### src/hdl/wb2sdr_pkg.sv
/*
  Shared widths, queue depths and types of the Wishbone to SDRAM bridge.
  DW must be a multiple of 8. Every SDRAM request is a single beat.
*/

`default_nettype none

package wb2sdr_pkg;

	// --------------------
	// bus widths
	// --------------------

	// word address seen by both buses
	localparam int APP_AW = 26;
	// data path
	localparam int DW = 32;
	// one enable per byte lane
	localparam int BE_W = DW / 8;

	// --------------------
	// queue depths
	// --------------------

	// command queue, shared by reads and writes
	localparam int CMD_DEPTH = 4;
	// write beats may pile up behind a slow controller
	localparam int WRDAT_DEPTH = 8;
	// only one read is ever in flight, so this is generous
	localparam int RDDAT_DEPTH = 4;

	// --------------------
	// vector types
	// --------------------

	typedef logic [APP_AW-1:0] app_addr_t;
	typedef logic [DW-1:0] data_t;
	typedef logic [BE_W-1:0] byte_en_t;

	// {read-not-write, address}
	typedef logic [APP_AW:0] cmd_word_t;
	// {active-low byte enables, data}
	typedef logic [DW+BE_W-1:0] wrbeat_t;

	// pending read tracking
	typedef enum logic [0:0] {
		RD_IDLE = 1'b0,
		RD_WAIT = 1'b1
	} rd_state_e;

endpackage

`default_nettype wire

### src/hdl/sync_fifo.sv
/*
  Synchronous first-word-fall-through queue with an occupancy count.
  Full and empty come from the registered count. A push on full or a pop
  on empty is ignored. DEPTH need not be a power of two.
*/

`timescale 1ns/1ps
`default_nettype none

module sync_fifo #(
	parameter int WIDTH = 8,
	parameter int DEPTH = 4
) (
	input  wire              sdram_clk,
	input  wire              wb_clk_i,
	// write side
	input  wire              push_i,
	input  wire [WIDTH-1:0]  push_data_i,
	output logic             full_o,
	// read side
	input  wire              pop_i,
	output logic [WIDTH-1:0] pop_data_o,
	output logic             empty_o
);

	// pointer needs at least one bit even for a single entry
	localparam int PTR_W = (DEPTH > 1) ? $clog2(DEPTH) : 1;
	// count runs from 0 up to DEPTH inclusive
	localparam int CNT_W = $clog2(DEPTH + 1);
	localparam logic [PTR_W-1:0] LAST_PTR = PTR_W'(DEPTH - 1);
	localparam logic [CNT_W-1:0] FULL_CNT = CNT_W'(DEPTH);

	logic [WIDTH-1:0] mem [DEPTH];
	logic [PTR_W-1:0] wr_ptr;
	logic [PTR_W-1:0] rd_ptr;
	logic [CNT_W-1:0] count;
	logic             wr_en;
	logic             rd_en;

	// advance a pointer, wrapping at the last entry
	function automatic logic [PTR_W-1:0] ptr_inc(input logic [PTR_W-1:0] ptr);
		logic [PTR_W-1:0] nxt;
		if (ptr == LAST_PTR) begin
			nxt = '0;
		end else begin
			nxt = ptr + 1'b1;
		end
		return nxt;
	endfunction

	// --------------------
	// status flags
	// --------------------

	// both flags decode the registered count only
	assign full_o  = (count == FULL_CNT);
	assign empty_o = (count == '0);

	// guarded strobes
	assign wr_en = push_i & ~full_o;
	assign rd_en = pop_i & ~empty_o;

	// --------------------
	// storage
	// --------------------

	always_ff @(posedge sdram_clk) begin
		if (wr_en) begin
			mem[wr_ptr] <= push_data_i;
		end
	end

	// oldest entry shown without a read delay
	assign pop_data_o = mem[rd_ptr];

	// --------------------
	// pointers and count
	// --------------------

	always_ff @(posedge sdram_clk or posedge wb_clk_i) begin
		if (wb_clk_i) begin
			wr_ptr <= '0;
			rd_ptr <= '0;
			count  <= '0;
		end else begin
			if (wr_en) begin
				wr_ptr <= ptr_inc(wr_ptr);
			end
			if (rd_en) begin
				rd_ptr <= ptr_inc(rd_ptr);
			end
			// push and pop together leave the count alone
			case ({wr_en, rd_en})
				2'b10: begin
					count <= count + 1'b1;
				end
				2'b01: begin
					count <= count - 1'b1;
				end
				default: begin
					count <= count;
				end
			endcase
		end
	end

endmodule

`default_nettype wire

### src/hdl/wb_req_ctrl.sv
/*
  Wishbone request control of the bridge.
  Writes are posted and acknowledged at once when both queues have room.
  Reads are acknowledged with their data, one read in flight at a time.
  The master must hold its request until it sees the acknowledge.
*/

`timescale 1ns/1ps
`default_nettype none

module wb_req_ctrl (
	input  wire  sdram_clk,
	input  wire  wb_clk_i,
	// wishbone request
	input  wire  wb_stb_i,
	input  wire  wb_cyc_i,
	input  wire  wb_we_i,
	// queue status
	input  wire  cmd_full_i,
	input  wire  wrdat_full_i,
	input  wire  rddat_empty_i,
	// decisions
	output logic wb_ack_o,
	output logic cmd_push_o,
	output logic wrdat_push_o,
	output logic rddat_pop_o
);

	import wb2sdr_pkg::*;

	rd_state_e rd_state;
	rd_state_e rd_state_nxt;

	logic wb_req;
	logic wr_req;
	logic rd_req;
	// write accepted this cycle
	logic wr_go;
	// read command queued this cycle
	logic rd_issue;
	// read data handed back this cycle
	logic rd_done;

	// --------------------
	// request decode
	// --------------------

	assign wb_req = wb_stb_i & wb_cyc_i;
	assign wr_req = wb_req & wb_we_i;
	assign rd_req = wb_req & ~wb_we_i;

	// write needs room for both the command and its data beat
	assign wr_go = wr_req & ~cmd_full_i & ~wrdat_full_i;

	// read command goes out only once per wishbone read.
	// the decision looks at the read state alone, never at what the
	// previous cycle did, so a read right behind a write still gets queued
	assign rd_issue = rd_req & (rd_state == RD_IDLE) & ~cmd_full_i;

	// read completes as soon as its word sits in the read queue
	assign rd_done = rd_req & (rd_state == RD_WAIT) & ~rddat_empty_i;

	// --------------------
	// outputs
	// --------------------

	// combinational in the current cycle
	assign wb_ack_o     = wr_go | rd_done;
	assign cmd_push_o   = wr_go | rd_issue;
	assign wrdat_push_o = wr_go;
	assign rddat_pop_o  = rd_done;

	// --------------------
	// read tracking FSM
	// --------------------

	always_comb begin
		rd_state_nxt = rd_state;
		case (rd_state)
			RD_IDLE: begin
				// command pushed, now wait for the word
				if (rd_issue) begin
					rd_state_nxt = RD_WAIT;
				end
			end
			RD_WAIT: begin
				// acked with data, ready for the next read
				if (rd_done) begin
					rd_state_nxt = RD_IDLE;
				end
			end
			default: begin
				rd_state_nxt = RD_IDLE;
			end
		endcase
	end

	always_ff @(posedge sdram_clk or posedge wb_clk_i) begin
		if (wb_clk_i) begin
			rd_state <= RD_IDLE;
		end else begin
			rd_state <= rd_state_nxt;
		end
	end

endmodule

`default_nettype wire

### src/hdl/wb2sdr_bridge.sv
/*
  Wishbone to SDRAM controller request bridge, single clock domain.
  sdram_clk clocks everything, wb_clk_i is the asynchronous active-high reset.
  Every request is one beat. The controller must not accept or take write
  data from an empty queue, and returns one word per read command.
*/

`timescale 1ns/1ps
`default_nettype none

module wb2sdr_bridge (
	input  wire                    sdram_clk,
	input  wire                    wb_clk_i,
	// --------------------
	// wishbone slave
	// --------------------
	input  wire                    wb_stb_i,
	input  wire                    wb_cyc_i,
	// 1 write, 0 read
	input  wire                    wb_we_i,
	input  wire wb2sdr_pkg::app_addr_t wb_addr_i,
	input  wire wb2sdr_pkg::data_t     wb_dat_i,
	// active-high byte select
	input  wire wb2sdr_pkg::byte_en_t  wb_sel_i,
	output logic                   wb_ack_o,
	output wb2sdr_pkg::data_t      wb_dat_o,
	// --------------------
	// sdram controller
	// --------------------
	// high while a command waits
	output logic                   sdr_req_o,
	output wb2sdr_pkg::app_addr_t  sdr_req_addr_o,
	// 0 write, 1 read
	output logic                   sdr_req_wr_n_o,
	// takes the head command
	input  wire                    sdr_req_ack_i,
	// takes the head write beat
	input  wire                    sdr_wr_next_i,
	// active-low byte enables
	output wb2sdr_pkg::byte_en_t   sdr_wr_en_n_o,
	output wb2sdr_pkg::data_t      sdr_wr_data_o,
	// one returned word per pulse
	input  wire                    sdr_rd_valid_i,
	input  wire wb2sdr_pkg::data_t     sdr_rd_data_i
);

	import wb2sdr_pkg::*;

	// queue status
	logic cmd_full;
	logic cmd_empty;
	logic wrdat_full;
	logic rddat_empty;

	// control decisions
	logic cmd_push;
	logic wrdat_push;
	logic rddat_pop;

	// packed queue words
	cmd_word_t cmd_in;
	cmd_word_t cmd_head;
	wrbeat_t   wrbeat_in;
	wrbeat_t   wrbeat_head;

	// --------------------
	// request control
	// --------------------

	wb_req_ctrl u_req_ctrl (
		.sdram_clk     (sdram_clk),
		.wb_clk_i      (wb_clk_i),
		.wb_stb_i      (wb_stb_i),
		.wb_cyc_i      (wb_cyc_i),
		.wb_we_i       (wb_we_i),
		.cmd_full_i    (cmd_full),
		.wrdat_full_i  (wrdat_full),
		.rddat_empty_i (rddat_empty),
		.wb_ack_o      (wb_ack_o),
		.cmd_push_o    (cmd_push),
		.wrdat_push_o  (wrdat_push),
		.rddat_pop_o   (rddat_pop)
	);

	// --------------------
	// command queue
	// --------------------

	// read-not-write flag on top of the address
	assign cmd_in = {~wb_we_i, wb_addr_i};

	sync_fifo #(
		.WIDTH ($bits(cmd_word_t)),
		.DEPTH (CMD_DEPTH)
	) u_cmdfifo (
		.sdram_clk   (sdram_clk),
		.wb_clk_i    (wb_clk_i),
		.push_i      (cmd_push),
		.push_data_i (cmd_in),
		.full_o      (cmd_full),
		.pop_i       (sdr_req_ack_i),
		.pop_data_o  (cmd_head),
		.empty_o     (cmd_empty)
	);

	// request stays up while anything is queued
	assign sdr_req_o = ~cmd_empty;
	assign {sdr_req_wr_n_o, sdr_req_addr_o} = cmd_head;

	// --------------------
	// write data queue
	// --------------------

	// controller expects enables active low
	assign wrbeat_in = {~wb_sel_i, wb_dat_i};

	// empty flag unused, the controller pulls a beat only after a write
	// command it has accepted
	sync_fifo #(
		.WIDTH ($bits(wrbeat_t)),
		.DEPTH (WRDAT_DEPTH)
	) u_wrdatafifo (
		.sdram_clk   (sdram_clk),
		.wb_clk_i    (wb_clk_i),
		.push_i      (wrdat_push),
		.push_data_i (wrbeat_in),
		.full_o      (wrdat_full),
		.pop_i       (sdr_wr_next_i),
		.pop_data_o  (wrbeat_head),
		.empty_o     ()
	);

	assign {sdr_wr_en_n_o, sdr_wr_data_o} = wrbeat_head;

	// --------------------
	// read data queue
	// --------------------

	// one read in flight, so this queue never fills
	sync_fifo #(
		.WIDTH ($bits(data_t)),
		.DEPTH (RDDAT_DEPTH)
	) u_rddatafifo (
		.sdram_clk   (sdram_clk),
		.wb_clk_i    (wb_clk_i),
		.push_i      (sdr_rd_valid_i),
		.push_data_i (sdr_rd_data_i),
		.full_o      (),
		.pop_i       (rddat_pop),
		.pop_data_o  (wb_dat_o),
		.empty_o     (rddat_empty)
	);

endmodule

`default_nettype wire

### config.mk
export PLATFORM = sky130hd
export DESIGN_NAME = wb2sdr_bridge
export DESIGN_NICKNAME = d
export VERILOG_FILES = /design/src/hdl/wb2sdr_pkg.sv /design/src/hdl/sync_fifo.sv /design/src/hdl/wb_req_ctrl.sv /design/src/hdl/wb2sdr_bridge.sv
export SDC_FILE = /design/constraint.sdc
export NUM_CORES = 1
export LEC_CHECK = 0
export BUFFER_PORTS_ARGS = -buffer_cell sky130_fd_sc_hd__buf_2
export CAP_MARGIN = 15
export CELL_PAD_IN_SITES_DETAIL_PLACEMENT = 1
export CELL_PAD_IN_SITES_GLOBAL_PLACEMENT = 2
export CORE_AREA = 2 2 232 188
export DETAILED_ROUTE_END_ITERATION = 8
export DIE_AREA = 0 0 234 190
export GPL_ROUTABILITY_DRIVEN = 0
export PLACE_DENSITY_LB_ADDON = 0.1
export SYNTH_ARGS = -nofsm -noshare
export SYNTH_HDL_FRONTEND = slang
export SYNTH_SLANG_ARGS = --single-unit
### constraint.sdc
create_clock -name sdram_clk -period 9.55 [get_ports sdram_clk]
set_input_delay 1.4325 -clock sdram_clk [delete_from_list [all_inputs] [get_ports sdram_clk]]
set_output_delay 1.4325 -clock sdram_clk [all_outputs]
set_load 0.01 [all_outputs]
# After elaboration in Yosys (flattened, before gate mapping)
# Memory sizes are Yosys's and may differ from the RTL's.
# Cells that the tools add are included.
# Widths: inputs -> output; s select.
[word_totals]
mem_bits_rw = 524
out_inout_bits = 97
regBits = 25
wordCells = 90
n_memories = 3
in_bits = 102
[op_classes]
n_bitwise = 26
eq_ne = 15
add_sub_neg = 12
reduce_logical = 6
mux = 18
[mem_list]
columns = ["memory", "depth", "width", "rd", "rd_clocked_by_memory_dff", "write_ports", "line", "source"]
rows = [
  ["u_wrdatafifo.mem", 8, 36, 1, 0, 1, "sync_fifo.sv:33", "logic [WIDTH-1:0] mem [DEPTH];"],
  ["u_rddatafifo.mem", 4, 32, 1, 0, 1, "sync_fifo.sv:33", ""],
  ["u_cmdfifo.mem", 4, 27, 1, 0, 1, "sync_fifo.sv:33", ""],
]
[ops]
columns = ["cell", "n"]
rows = [
  ["$and 1x1->1", 15],
  ["$eq 2x2->1 const B", 7],
  ["$add 3x1->3 const B", 4],
  ["$eq 3x3->1 const B", 4],
  ["$pmux 3 s2", 2],
  ["$add 2x1->2 const B", 4],
  ["$mux 1", 8],
  ["$mux 2", 4],
  ["$not 1->1", 8],
  ["$pmux 4 s2", 1],
  ["$eq 2x1->1 const B", 3],
  ["$logic_not 3->1", 2],
  ["$mux 3", 2],
  ["$reduce_bool 2->1", 3],
  ["$sub 3x1->3 const B", 2],
  ["$add 4x1->4 const B", 1],
  ["$eq 4x4->1 const B", 1],
  ["$logic_not 4->1", 1],
  ["$not 4->4", 1],
  ["$sub 4x1->4 const B", 1],
  ["$or 1x1->1", 2],
  ["$pmux 1 s2", 1],
]

# Logic depth before layout (Yosys ltp)
# Gate-level depths: netlist of run 1.
[depth]
word_depth = 8
mapped_depth = 12
mapped_depth_nobuf = 10

# By module
# Synthesis of run 1 repeated with hierarchy kept, for this count alone.
[unflattened]
hier_cells = 893
area_unflattened_um2 = 21105.2
[by_module_without_submodules]
columns = ["mod", "area_each_um2", "instances", "seq_area_each_um2", "cells_each"]
rows = [
  ["sync_fifo at u_wrdatafifo", 11497.3, 1, 8898.5, 484],
  ["sync_fifo at u_rddatafifo", 5119.9, 1, 4018.9, 209],
  ["sync_fifo at u_cmdfifo", 4359.2, 1, 3418.3, 182],
  ["wb_req_ctrl", 106.4, 1, 25.0, 12],
  ["wb2sdr_bridge", 22.5, 1, 0.0, 6],
]

# Least setup slack after synthesis of run 1
# Ideal clock, no wire load.
[synth_path]
path_kind = "input to register"
from = "input port wb_we_i"
to = "memory u_wrdatafifo.mem[0][0] (netlist bit) (enable)"
setup_time_ns = 0.474
cell_stages = 5
t_arrival_ns = 4.827
setup_slack_ns = 4.250
path_cell_list = "inv_1 or4_1 buf_2 nand2b_1 nor3_1"
[synth_between]
elab_chain_len = 6
[synth_lines]
columns = ["item", "line", "source"]
rows = [
  ["from (decl)", "wb2sdr_bridge.sv:20", "input wire wb_we_i,"],
  ["$and 1x1->1", "wb_req_ctrl.sv:49", "assign wr_req = wb_req & wb_we_i;"],
  ["$and 1x1->1 (2 in series)", "wb_req_ctrl.sv:53", "assign wr_go = wr_req & ~cmd_full_i & ~wrdat_full_i;"],
  ["$and 1x1->1", "sync_fifo.sv:60", "assign wr_en = push_i & ~full_o;"],
  ["$mux 1", "sync_fifo.sv:68", "if (wr_en) begin"],
  ["$mux 1 (not written as such)", "sync_fifo.sv:69", "mem[wr_ptr] <= push_data_i;"],
  ["to (decl)", "sync_fifo.sv:33", ""],
]
# No other way between the ends.

# Worst setup path in the final report of run 1
[layout_path]
from = "register u_wrdatafifo.rd_ptr[0]"
to = "output port sdr_wr_en_n_o[2]"
[layout_between]
elab_chain_len = 1
[layout_lines]
columns = ["item", "line", "source"]
rows = [
  ["from (decl)", "sync_fifo.sv:35", "logic [PTR_W-1:0] rd_ptr;"],
  ["from (signal assigned)", "sync_fifo.sv:90", "rd_ptr <= ptr_inc(rd_ptr);"],
  ["$mem_v2 8x36", "--", ""],
  ["to (decl)", "wb2sdr_bridge.sv:40", "output wb2sdr_pkg::byte_en_t sdr_wr_en_n_o,"],
]
# No other way between the ends.

==> metrics.csv, run 1 <==
metric,value,unit
Cell variety after synth,35,
"Net count, final",1245,
"Hold Violations, Final",0,
TritonCTS clock tree,yes,
Max Fclk,209,MHz
vias per cell,5.48,
total power,7020,uW
clk_lat worst skew,0.60,ns
antenna violations before repair,2,
#FFs+latches synth,549,
register area share after synthesis,0.786,
DP HPWL,22.9,mm
overall routing resource usage,0.189,
largest net degree at the start of global routing,75,
GR Overflow Total,0,
Die Span X,234,um
Min Hold Slack,0.478,ns
clk slew on worst S/H paths,0.06,ns
Leakage,0.00825,uW
pwr/cell area,288,nW/um2
antenna-violating nets left,0,
Longest Clk Path Bufs,3,
Avg WL per Cell,23.6,um
worst-margin pin slew,1.10,ns
final slew viol count,0,
WP data arrival,3.35,ns
relative slew slack,0.263,
Crit. End Element,output port,
# DRC,0,
Syn. warnings,0,
Sink Count,549,
I/O Pins,199,
die area,44500,um2
Cells after Synth,886,
area added between synthesis and finish,17.0,%
Max Cap Violations,0,
Final setup viols,0,
count of input and output buffers,198,
Die Height,190,um
crit start category,register,
Starting Density,0.490,
1st-pass router iterations,4,
Root Buffer,clkbuf_16,
# rows,68,
outcome,"complete, no violations",
critical setup path kind,register to output port,
crit share post-route,0.501,
area of the mapped netlist,20800,um2
first-pass GRT wire length,62.3,mm
Total Routed Length,40.7,mm
# fillers,3594,
Core Box Area,42500,um2
CTS Hold Bufs,0,
Synthesized Nets,1009,
Worst Path Max Fanout,43,
fin crit period,4.78,ns
CTS Buf Count,53,
vias in the first global route,10155,
setup repair bufs after CTS,0,
min-delay worst type,register to register,
average cell area after synthesis,23.5,um2
share of cells above drive strength 1,0.423,
via count,9454,
post-CTS resize count,0,
Worst Path Required,8.12,ns
RSZ-0062 raised after global routing,false,
Final Skew,0.0250,ns
total negative slack,0,ns
H-tree depth,2,
# diodes,0,
DRT iter0 DRCs,576,
Max IR drop VDD,0.190,mV
flip-flops by register name, indices dropped and copies added (netlist names):
name                 count
u_cmdfifo.rd_ptr         2
u_wrdatafifo.wr_ptr      3
u_wrdatafifo.mem       288
u_rddatafifo.count       3
u_rddatafifo.wr_ptr      2
u_wrdatafifo.count       4
u_cmdfifo.wr_ptr         2
u_req_ctrl.rd_state      1
u_wrdatafifo.rd_ptr      3
u_cmdfifo.count          3
u_rddatafifo.mem       128
u_cmdfifo.mem          108
u_rddatafifo.rd_ptr      2
critical path, cell delays in order (launching register included):
cell	delay, ns
dfrtp_4	0.86
buf_4	0.77
mux4_2	0.60
mux2_2	0.31
buf_2	0.15
cell usage in the layout, fill, tap and decap left out, types with 12 or more instances in the layout:
cell type / n
edfxtp_1: 524
buf_2: 199
mux4_2: 131
clkbuf_16: 55
mux2_2: 44
inv_1: 23
dfrtp_1: 20
ha_1: 19
buf_4: 19
nand2_1: 12
per-stage QoR:
step	worst slack [ns]	util	cell area (um2)	std cells
global placement	5.31	0.531	22600	1626
finish	4.77	0.574	24400	1726
CTS	4.63	0.574	24400	1726
detailed placement	5.28	0.532	22600	1627
global route	4.48	0.574	24400	1726
floorplan	4.25	-	20800	886
layout make-up:
class / count / area, um2 / area share
well taps: 560 / 701 / 0.0288
flip-flops and latches: 549 / 16400 / 0.672
clock buffers: 67 / 1470 / 0.0604
inverters: 23 / 86.3 / 0.00354
clock inverters: 32 / 324 / 0.0133
repair buffers: 218 / 1140 / 0.0467
multi-input cells: 277 / 4270 / 0.175
cell usage after synthesis, drive strengths merged:
cell type	number	area, um2
or3	2	12.5
a21o	3	22.5
nor2b	1	6.26
or4	1	7.51
a22o	1	8.76
nor4b	1	8.76
or2	1	8.76
dfrtp	25	626
mux2	44	495
nor2	14	52.6
and2	8	50.1
xnor2	3	26.3
buf	22	106
fa	2	40.0
clkbuf	15	56.3
edfxtp	524	15700
a21oi	2	10.0
o41ai	1	8.76
nand2b	4	25.0
nand3b	1	7.51
and3	1	6.26
xor2	8	70.1
ha	19	238
mux2i	2	20.0
nand2	12	45.0
inv	23	86.3
mux4	131	2950
nor3	6	35.0
and3b	1	8.76
a31oi	1	6.26
o21ai	5	25.0
nor3b	2	15.0
final timing paths:
| kind | from | to | slack (ns) | cells after the start |
|---|---|---|---|---|
| worst max-delay path | u_wrdatafifo.rd_ptr[0] | sdr_wr_en_n_o[2] | 4.77 | 4 |
| worst min-delay path | u_cmdfifo.count[2] | u_cmdfifo.count[2] | 0.48 | 1 |
| worst max register to register | u_wrdatafifo.count[1] | u_wrdatafifo.mem[0][4] | 6.68 | 5 |
| worst min register to register | u_cmdfifo.count[2] | u_cmdfifo.count[2] | 0.48 | 1 |
| max in group asynchronous | wb_clk_i | u_cmdfifo.rd_ptr[0] | 8.34 | 3 |
| min in group asynchronous | wb_clk_i | u_rddatafifo.wr_ptr[0] | 0.90 | 3 |
per-layer routing:
metal  up-vias  part of all wire  wire [um]  track usage
met4         4             0.022        893       0.0601
li1       4164                 -          -            -
met2       215              0.48      19700        0.296
met3        62             0.051       2090       0.0388
met5         -           0.00059         24            0
met1      5009              0.44      18000        0.269
cells by family (layout without fill, tap and decap cells):
| logic type | count (synthesis) | in the layout | share of synthesized area |
|---|---|---|---|
| buf+inv | 60 | 340 | 0.0120 |
| simple gates | 55 | 55 | 0.0139 |
| fa+ha+maj | 21 | 21 | 0.0133 |
| compound gates | 13 | 13 | 0.00391 |
| flops | 549 | 549 | 0.786 |
| xor+xnor | 11 | 11 | 0.00463 |
| mux | 177 | 177 | 0.166 |
where the power goes:
part / switching [uW] / internal [uW]
Clock: 873 / 1250
Combinational: 845 / 912
Sequential: 233 / 2910
No activity file was read; power rests on OpenSTA's default activity.
==> inputs of run 2 (changes only) <==
CORE_AREA = 2 2 252 205   (was 2 2 232 188)
DIE_AREA = 0 0 254 207   (was 0 0 234 190)
clock period = 4 ns   (was 9.55 ns; I/O delays follow)
==> run 2 against run 1 <==
Cell count rose by 8.1%. First-iteration DRC count shrank 31%. Highest routed layer unchanged. Die area grew 18%. Worst setup slack worse by 4.1 ns. Flip-flop and latch count did not move. Cell area grew 0.88%. Via count decreased by 1.1%. Clock skew increased by 0.0019 ns. Register-to-register slack lost 5.4 ns. Count of clock-buffer cells in the layout up 2.
==> metrics.csv, run 2 (same netlist as run 1, synthesis figures left out) <==
metric,value,unit,change
min-delay worst type,primary input to asynchronous set/reset pin,,was register to register
overall routing resource usage,0.163,,was 0.189
clk_lat worst skew,0.61,ns,was 0.60 ns
Crit. End Element,output port,,unchanged
Worst Path Max Fanout,19,,was 43
vias per cell,5.01,,was 5.48
Max Cap Violations,0,,unchanged
H-tree depth,2,,unchanged
share of cells above drive strength 1,0.420,,was 0.423
critical setup path kind,register to output port,,unchanged
Avg WL per Cell,22.3,um,was 23.6 um
first-pass GRT wire length,64.3,mm,was 62.3 mm
antenna violations before repair,5,,was 2
"commonest cells after routing, fill and taps aside","524 x edfxtp_1, 198 x buf_2, 131 x mux4_2, 57 x clkbuf_16, 44 x mux2_2",,"was 524 x edfxtp_1, 199 x buf_2, 131 x mux4_2, 55 x clkbuf_16, 44 x mux2_2"
outcome,"complete, no violations",,unchanged
post-placement cell area,22900,um2,"was 22,600 um2"
"Hold Violations, Final",0,,unchanged
final slew viol count,0,,unchanged
Max IR drop VDD,0.357,mV,was 0.190 mV
vias in the first global route,10459,,"was 10,155"
antenna-violating nets left,0,,unchanged
Starting Density,0.415,,was 0.490
relative slew slack,0.487,,was 0.263
CTS Hold Bufs,0,,unchanged
count of input and output buffers,198,,unchanged
Root Buffer,clkbuf_16,,unchanged
TritonCTS clock tree,yes,,unchanged
1st-pass router iterations,4,,unchanged
setup repair bufs after CTS,0,,unchanged
Worst Path Required,3.40,ns,was 8.12 ns
Core Box Area,50200,um2,"was 42,500 um2"
Final Skew,0.0269,ns,was 0.0250 ns
# rows,74,,was 68
CTS Buf Count,56,,was 53
"non-filler cells, final",1866,,"was 1,726"
WP data arrival,2.74,ns,was 3.35 ns
fin crit period,3.34,ns,
largest net degree at the start of global routing,43,,was 75
die area,52600,um2,"was 44,500 um2"
Leakage,0.00830,uW,was 0.00825 uW
"Net count, final",1261,,"was 1,245"
Placed Cells,1764,,"was 1,627"
"commonest non-fill, non-tap cell in the layout",edfxtp_1,,unchanged
Max Fclk,299,MHz,
DRT iter0 DRCs,398,,was 576
Die Height,207,um,was 190 um
area added between synthesis and finish,18.1,%,was 17.0%
post-CTS resize count,0,,unchanged
GR Overflow Total,0,,unchanged
worst-margin pin slew,0.770,ns,was 1.10 ns
Final setup viols,0,,unchanged
Longest Clk Path Bufs,3,,unchanged
top flop regs,"u_wrdatafifo.mem (288), u_rddatafifo.mem (128), u_cmdfifo.mem (108)",,unchanged
via count,9352,,"was 9,454"
crit share post-route,0.835,,
RSZ-0062 raised after global routing,false,,unchanged
# diodes,0,,unchanged
clk slew on worst S/H paths,0.06,ns,about the same
I/O Pins,199,,unchanged
total negative slack,0,ns,unchanged
# DRC,0,,unchanged
pwr/cell area,677,nW/um2,was 288 nW/um2
DP HPWL,25.2,mm,was 22.9 mm
Die Span X,254,um,was 234 um
Total Routed Length,41.6,mm,was 40.7 mm
Top reg by flops,u_wrdatafifo.mem,,unchanged
crit start category,register,,unchanged
Sink Count,549,,unchanged
design area,24600,um2,"was 24,400 um2"
max reg flops,288,,unchanged
==> run 2: cell types whose count changed in the layout (fill, tap and decap cells not counted), sizes merged <==
| cell | before | now |
|---|---|---|
| inv | 24 | 25 |
| buf | 218 | 231 |
| clkbuf | 67 | 69 |
| clkinv | 18 | 27 |
| clkinvlp | 7 | 2 |
| bufinv | 6 | 2 |
==> run 2: path summary, 6_finish.rpt <==
check / from / endpoint / slack, ns / depth (start not counted)
worst max-delay path: u_wrdatafifo.rd_ptr[0] / sdr_wr_data_o[3] / 0.66 / 4
worst min-delay path: wb_clk_i / u_wrdatafifo.rd_ptr[0] / 0.07 / 3
worst max register to register: u_wrdatafifo.count[3] / u_wrdatafifo.mem[6][23] / 1.30 / 5
worst min register to register: u_cmdfifo.count[2] / u_cmdfifo.count[2] / 0.48 / 1
max in group asynchronous: wb_clk_i / u_cmdfifo.rd_ptr[0] / 3.62 / 3
min in group sdram_clk: sdr_rd_data_i[18] / u_rddatafifo.mem[0][18] / 0.23 / 1
==> run 2: area by class of cell <==
class | count | area, um2
Clock inverter | 33 | 218
Fill cell | 4573 | 25600
Timing Repair Buffer | 231 | 1300
Tap cell | 684 | 856
Multi-Input combinational cell | 277 | 4270
Sequential cell | 549 | 16400
Inverter | 23 | 86.3
Clock buffer | 69 | 1470
==> run 2: through the flow <==
stage          total power (uW)  hold slack (ns)   util  worst slack [ns]
3_3_place_gp              12000            0.464  0.456             0.979
4_1_cts                   17000           0.0508  0.490             0.560
6_report                  16600           0.0675  0.490             0.660
3_5_place_dp              12100            0.466  0.456             0.955
2_1_floorplan             10400            0.447      -             0.455
5_1_grt                   17500           0.0835  0.490             0.510
==> run 2: power by group <==
| group | total (uW) | internal, uW | leakage, uW | switching [uW] |
|---|---|---|---|---|
| sequential | 7470 | 6940 | 0.00503 | 536 |
| clock | 4850 | 2730 | 0.000827 | 2120 |
| combinational | 4320 | 2230 | 0.00243 | 2090 |
| total | 16600 | 11900 | 0.00830 | 4740 |
==> run 2: critical path, cell delays in order, from the launching register on <==
cell     delay, ns
dfrtp_4       0.68
buf_4         0.41
mux4_2        0.56
mux2_2        0.32
buf_2         0.16
==> run 2: routing by layer <==
metal  track usage  routed length, um  share of wire  up-vias
met5             0                 66         0.0016        -
met4        0.0475                842          0.020       10
met3        0.0343               1830          0.044       73
met2         0.265              20500           0.49      161
met1         0.224              18400           0.44     4920
li1              -                  -              -     4188
==> inputs of run 3 (changes only) <==
CORE_AREA = 2 2 241 196   (was 2 2 252 205)
DIE_AREA = 0 0 243 198   (was 0 0 254 207)
clock period = 3.2 ns   (was 4 ns; I/O delays follow)
==> run 3 against run 2 <==
Utilization rose by 4.9 points. Sequential share of layout area fell by 0.53 points. Routed wire length fell by 1.0%. Largest power group unchanged.
==> metrics.csv, run 3 (same netlist as run 1, synthesis figures left out) <==
metric,value,unit,change
relative slew slack,0.406,,was 0.487
# fillers,4129,,"was 4,573"
Max Cap Violations,0,,unchanged
Worst path slowest cell,dfrtp_4,,unchanged
post-CTS resize count,0,,unchanged
CTS Hold Bufs,0,,unchanged
largest net degree at the start of global routing,37,,was 43
Starting Density,0.452,,was 0.415
antenna violations before repair,4,,was 5
crit share post-route,0.946,,
Die Span X,243,um,was 254 um
I/O Pins,199,,unchanged
min-delay worst type,primary input to asynchronous set/reset pin,,unchanged
pwr/cell area,858,nW/um2,was 677 nW/um2
TritonCTS clock tree,yes,,unchanged
GR Overflow Total,0,,unchanged
"commonest cells after routing, fill and taps aside","524 x edfxtp_1, 198 x buf_2, 131 x mux4_2, 55 x clkbuf_16, 44 x mux2_2",,"was 524 x edfxtp_1, 198 x buf_2, 131 x mux4_2, 57 x clkbuf_16, 44 x mux2_2"
antenna-violating nets left,0,,unchanged
delay of the slowest critical-path stage,0.67,ns,was 0.68 ns
top flop regs,"u_wrdatafifo.mem (288), u_rddatafifo.mem (128), u_cmdfifo.mem (108)",,unchanged
Core Box Area,46000,um2,"was 50,200 um2"
vias per cell,5.21,,was 5.01
# rows,71,,was 74
vias in the first global route,10283,,"was 10,459"
clk_lat worst skew,0.60,ns,was 0.61 ns
count of input and output buffers,198,,unchanged
DRT iter0 DRCs,485,,was 398
worst-margin pin slew,0.890,ns,was 0.770 ns
Die Height,198,um,was 207 um
Sink Count,549,,unchanged
via count,9439,,"was 9,352"
area added between synthesis and finish,19.0,%,was 18.1%
Max IR drop VDD,0.544,mV,was 0.357 mV
critical setup path kind,register to output port,,unchanged
final slew viol count,0,,unchanged
Final setup viols,0,,unchanged
Layout Utilization,0.538,,was 0.490
CP cell instances,buf_12 > mux4_2 > mux2_2 > buf_2,,was buf_4 > mux4_2 > mux2_2 > buf_2
max reg flops,288,,unchanged
Worst Path Required,2.72,ns,was 3.40 ns
Final Skew,0.0167,ns,was 0.0269 ns
Top reg by flops,u_wrdatafifo.mem,,unchanged
H-tree depth,2,,unchanged
clk slew on worst S/H paths,0.07,ns,was 0.06 ns
crit start category,register,,unchanged
share of cells above drive strength 1,0.422,,was 0.420
overall routing resource usage,0.176,,was 0.163
setup repair bufs after CTS,0,,unchanged
post-placement cell area,23000,um2,"was 22,900 um2"
DP HPWL,24.6,mm,was 25.2 mm
Avg WL per Cell,22.7,um,was 22.3 um
"commonest non-fill, non-tap cell in the layout",edfxtp_1,,unchanged
design area,24800,um2,"was 24,600 um2"
CTS Buf Count,55,,was 56
"Hold Violations, Final",0,,unchanged
outcome,"complete, no violations",,unchanged
RSZ-0062 raised after global routing,false,,unchanged
1st-pass router iterations,4,,unchanged
"Net count, final",1265,,"was 1,261"
r2r setup slk,0.61,ns,was 1.30 ns
die area,48100,um2,"was 52,600 um2"
# DRC,0,,unchanged
Crit. End Element,output port,,unchanged
Max Fclk,330,MHz,
Worst Path Max Fanout,23,,was 19
fin crit period,3.03,ns,
Total Routed Length,41.1,mm,was 41.6 mm
WP data arrival,2.55,ns,was 2.74 ns
Leakage,0.00840,uW,was 0.00830 uW
Longest Clk Path Bufs,3,,unchanged
first-pass GRT wire length,63.5,mm,was 64.3 mm
Root Buffer,clkbuf_16,,unchanged
[run 3: report_power, final]
part / total, uW / switching, uW / internal [uW]
clock network: 6320 / 2670 / 3650
logic: 5730 / 2800 / 2940
registers: 9200 / 528 / 8670
total: 21300 / 6000 / 15300
[run 3: path summary, 6_finish.rpt]
path                                         from                       to  cells past startpoint
hold / removal                           wb_clk_i      u_cmdfifo.wr_ptr[0]                      2
hold reg to reg                u_cmdfifo.count[2]       u_cmdfifo.count[2]                      1
min in group sdram_clk          sdr_rd_data_i[12]  u_rddatafifo.mem[0][12]                      1
setup reg to reg            u_wrdatafifo.count[1]    u_wrdatafifo.count[2]                      9
max in group asynchronous                wb_clk_i   u_wrdatafifo.rd_ptr[0]                      2
setup / recovery           u_wrdatafifo.rd_ptr[0]        sdr_wr_data_o[30]                      4
[run 3: cell type report]
class,instances,area [um2],share of cell area
clock inverter,37,369,0.0149
multi-input combinational,277,4270,0.172
clock buffer,64,1410,0.0569
antenna,4,10.0,0.000404
sequential,549,16400,0.661
tap,620,776,0.0313
timing repair buffer,236,1480,0.0596
inverter,23,86.3,0.00349
[run 3: per-layer routing]
layer / track usage / vias to the layer above / routed length (um)
met2: 0.271 / 166 / 19400
met4: 0.0464 / 4 / 643
met3: 0.0386 / 52 / 1880
met1: 0.257 / 5006 / 19200
met5: 0 / - / 29
li1: - / 4211 / -
[run 3: worst max-delay path: cells and delay by family (launching register included)]
kind | cells | cell delay [ns]
flip-flops | 1 | 0.67
multiplexers | 2 | 0.84
buffers and inverters | 2 | 0.42
[run 3: per-stage QoR]
stage / setup TNS (ns) / hold WS (ns) / total power [uW] / worst slack (ns) / std cells
2_1_floorplan: -48.32 / 0.447 / 13000 / -0.225 / 886
3_5_place_dp: 0 / 0.469 / 15300 / 0.475 / 1705
6_report: 0 / 0.0581 / 21300 / 0.171 / 1810
5_1_grt: 0 / 0.0679 / 22300 / 0.0255 / 1807
4_1_cts: 0 / 0.0494 / 21700 / 0.0852 / 1806
3_3_place_gp: 0 / 0.467 / 15200 / 0.514 / 1705
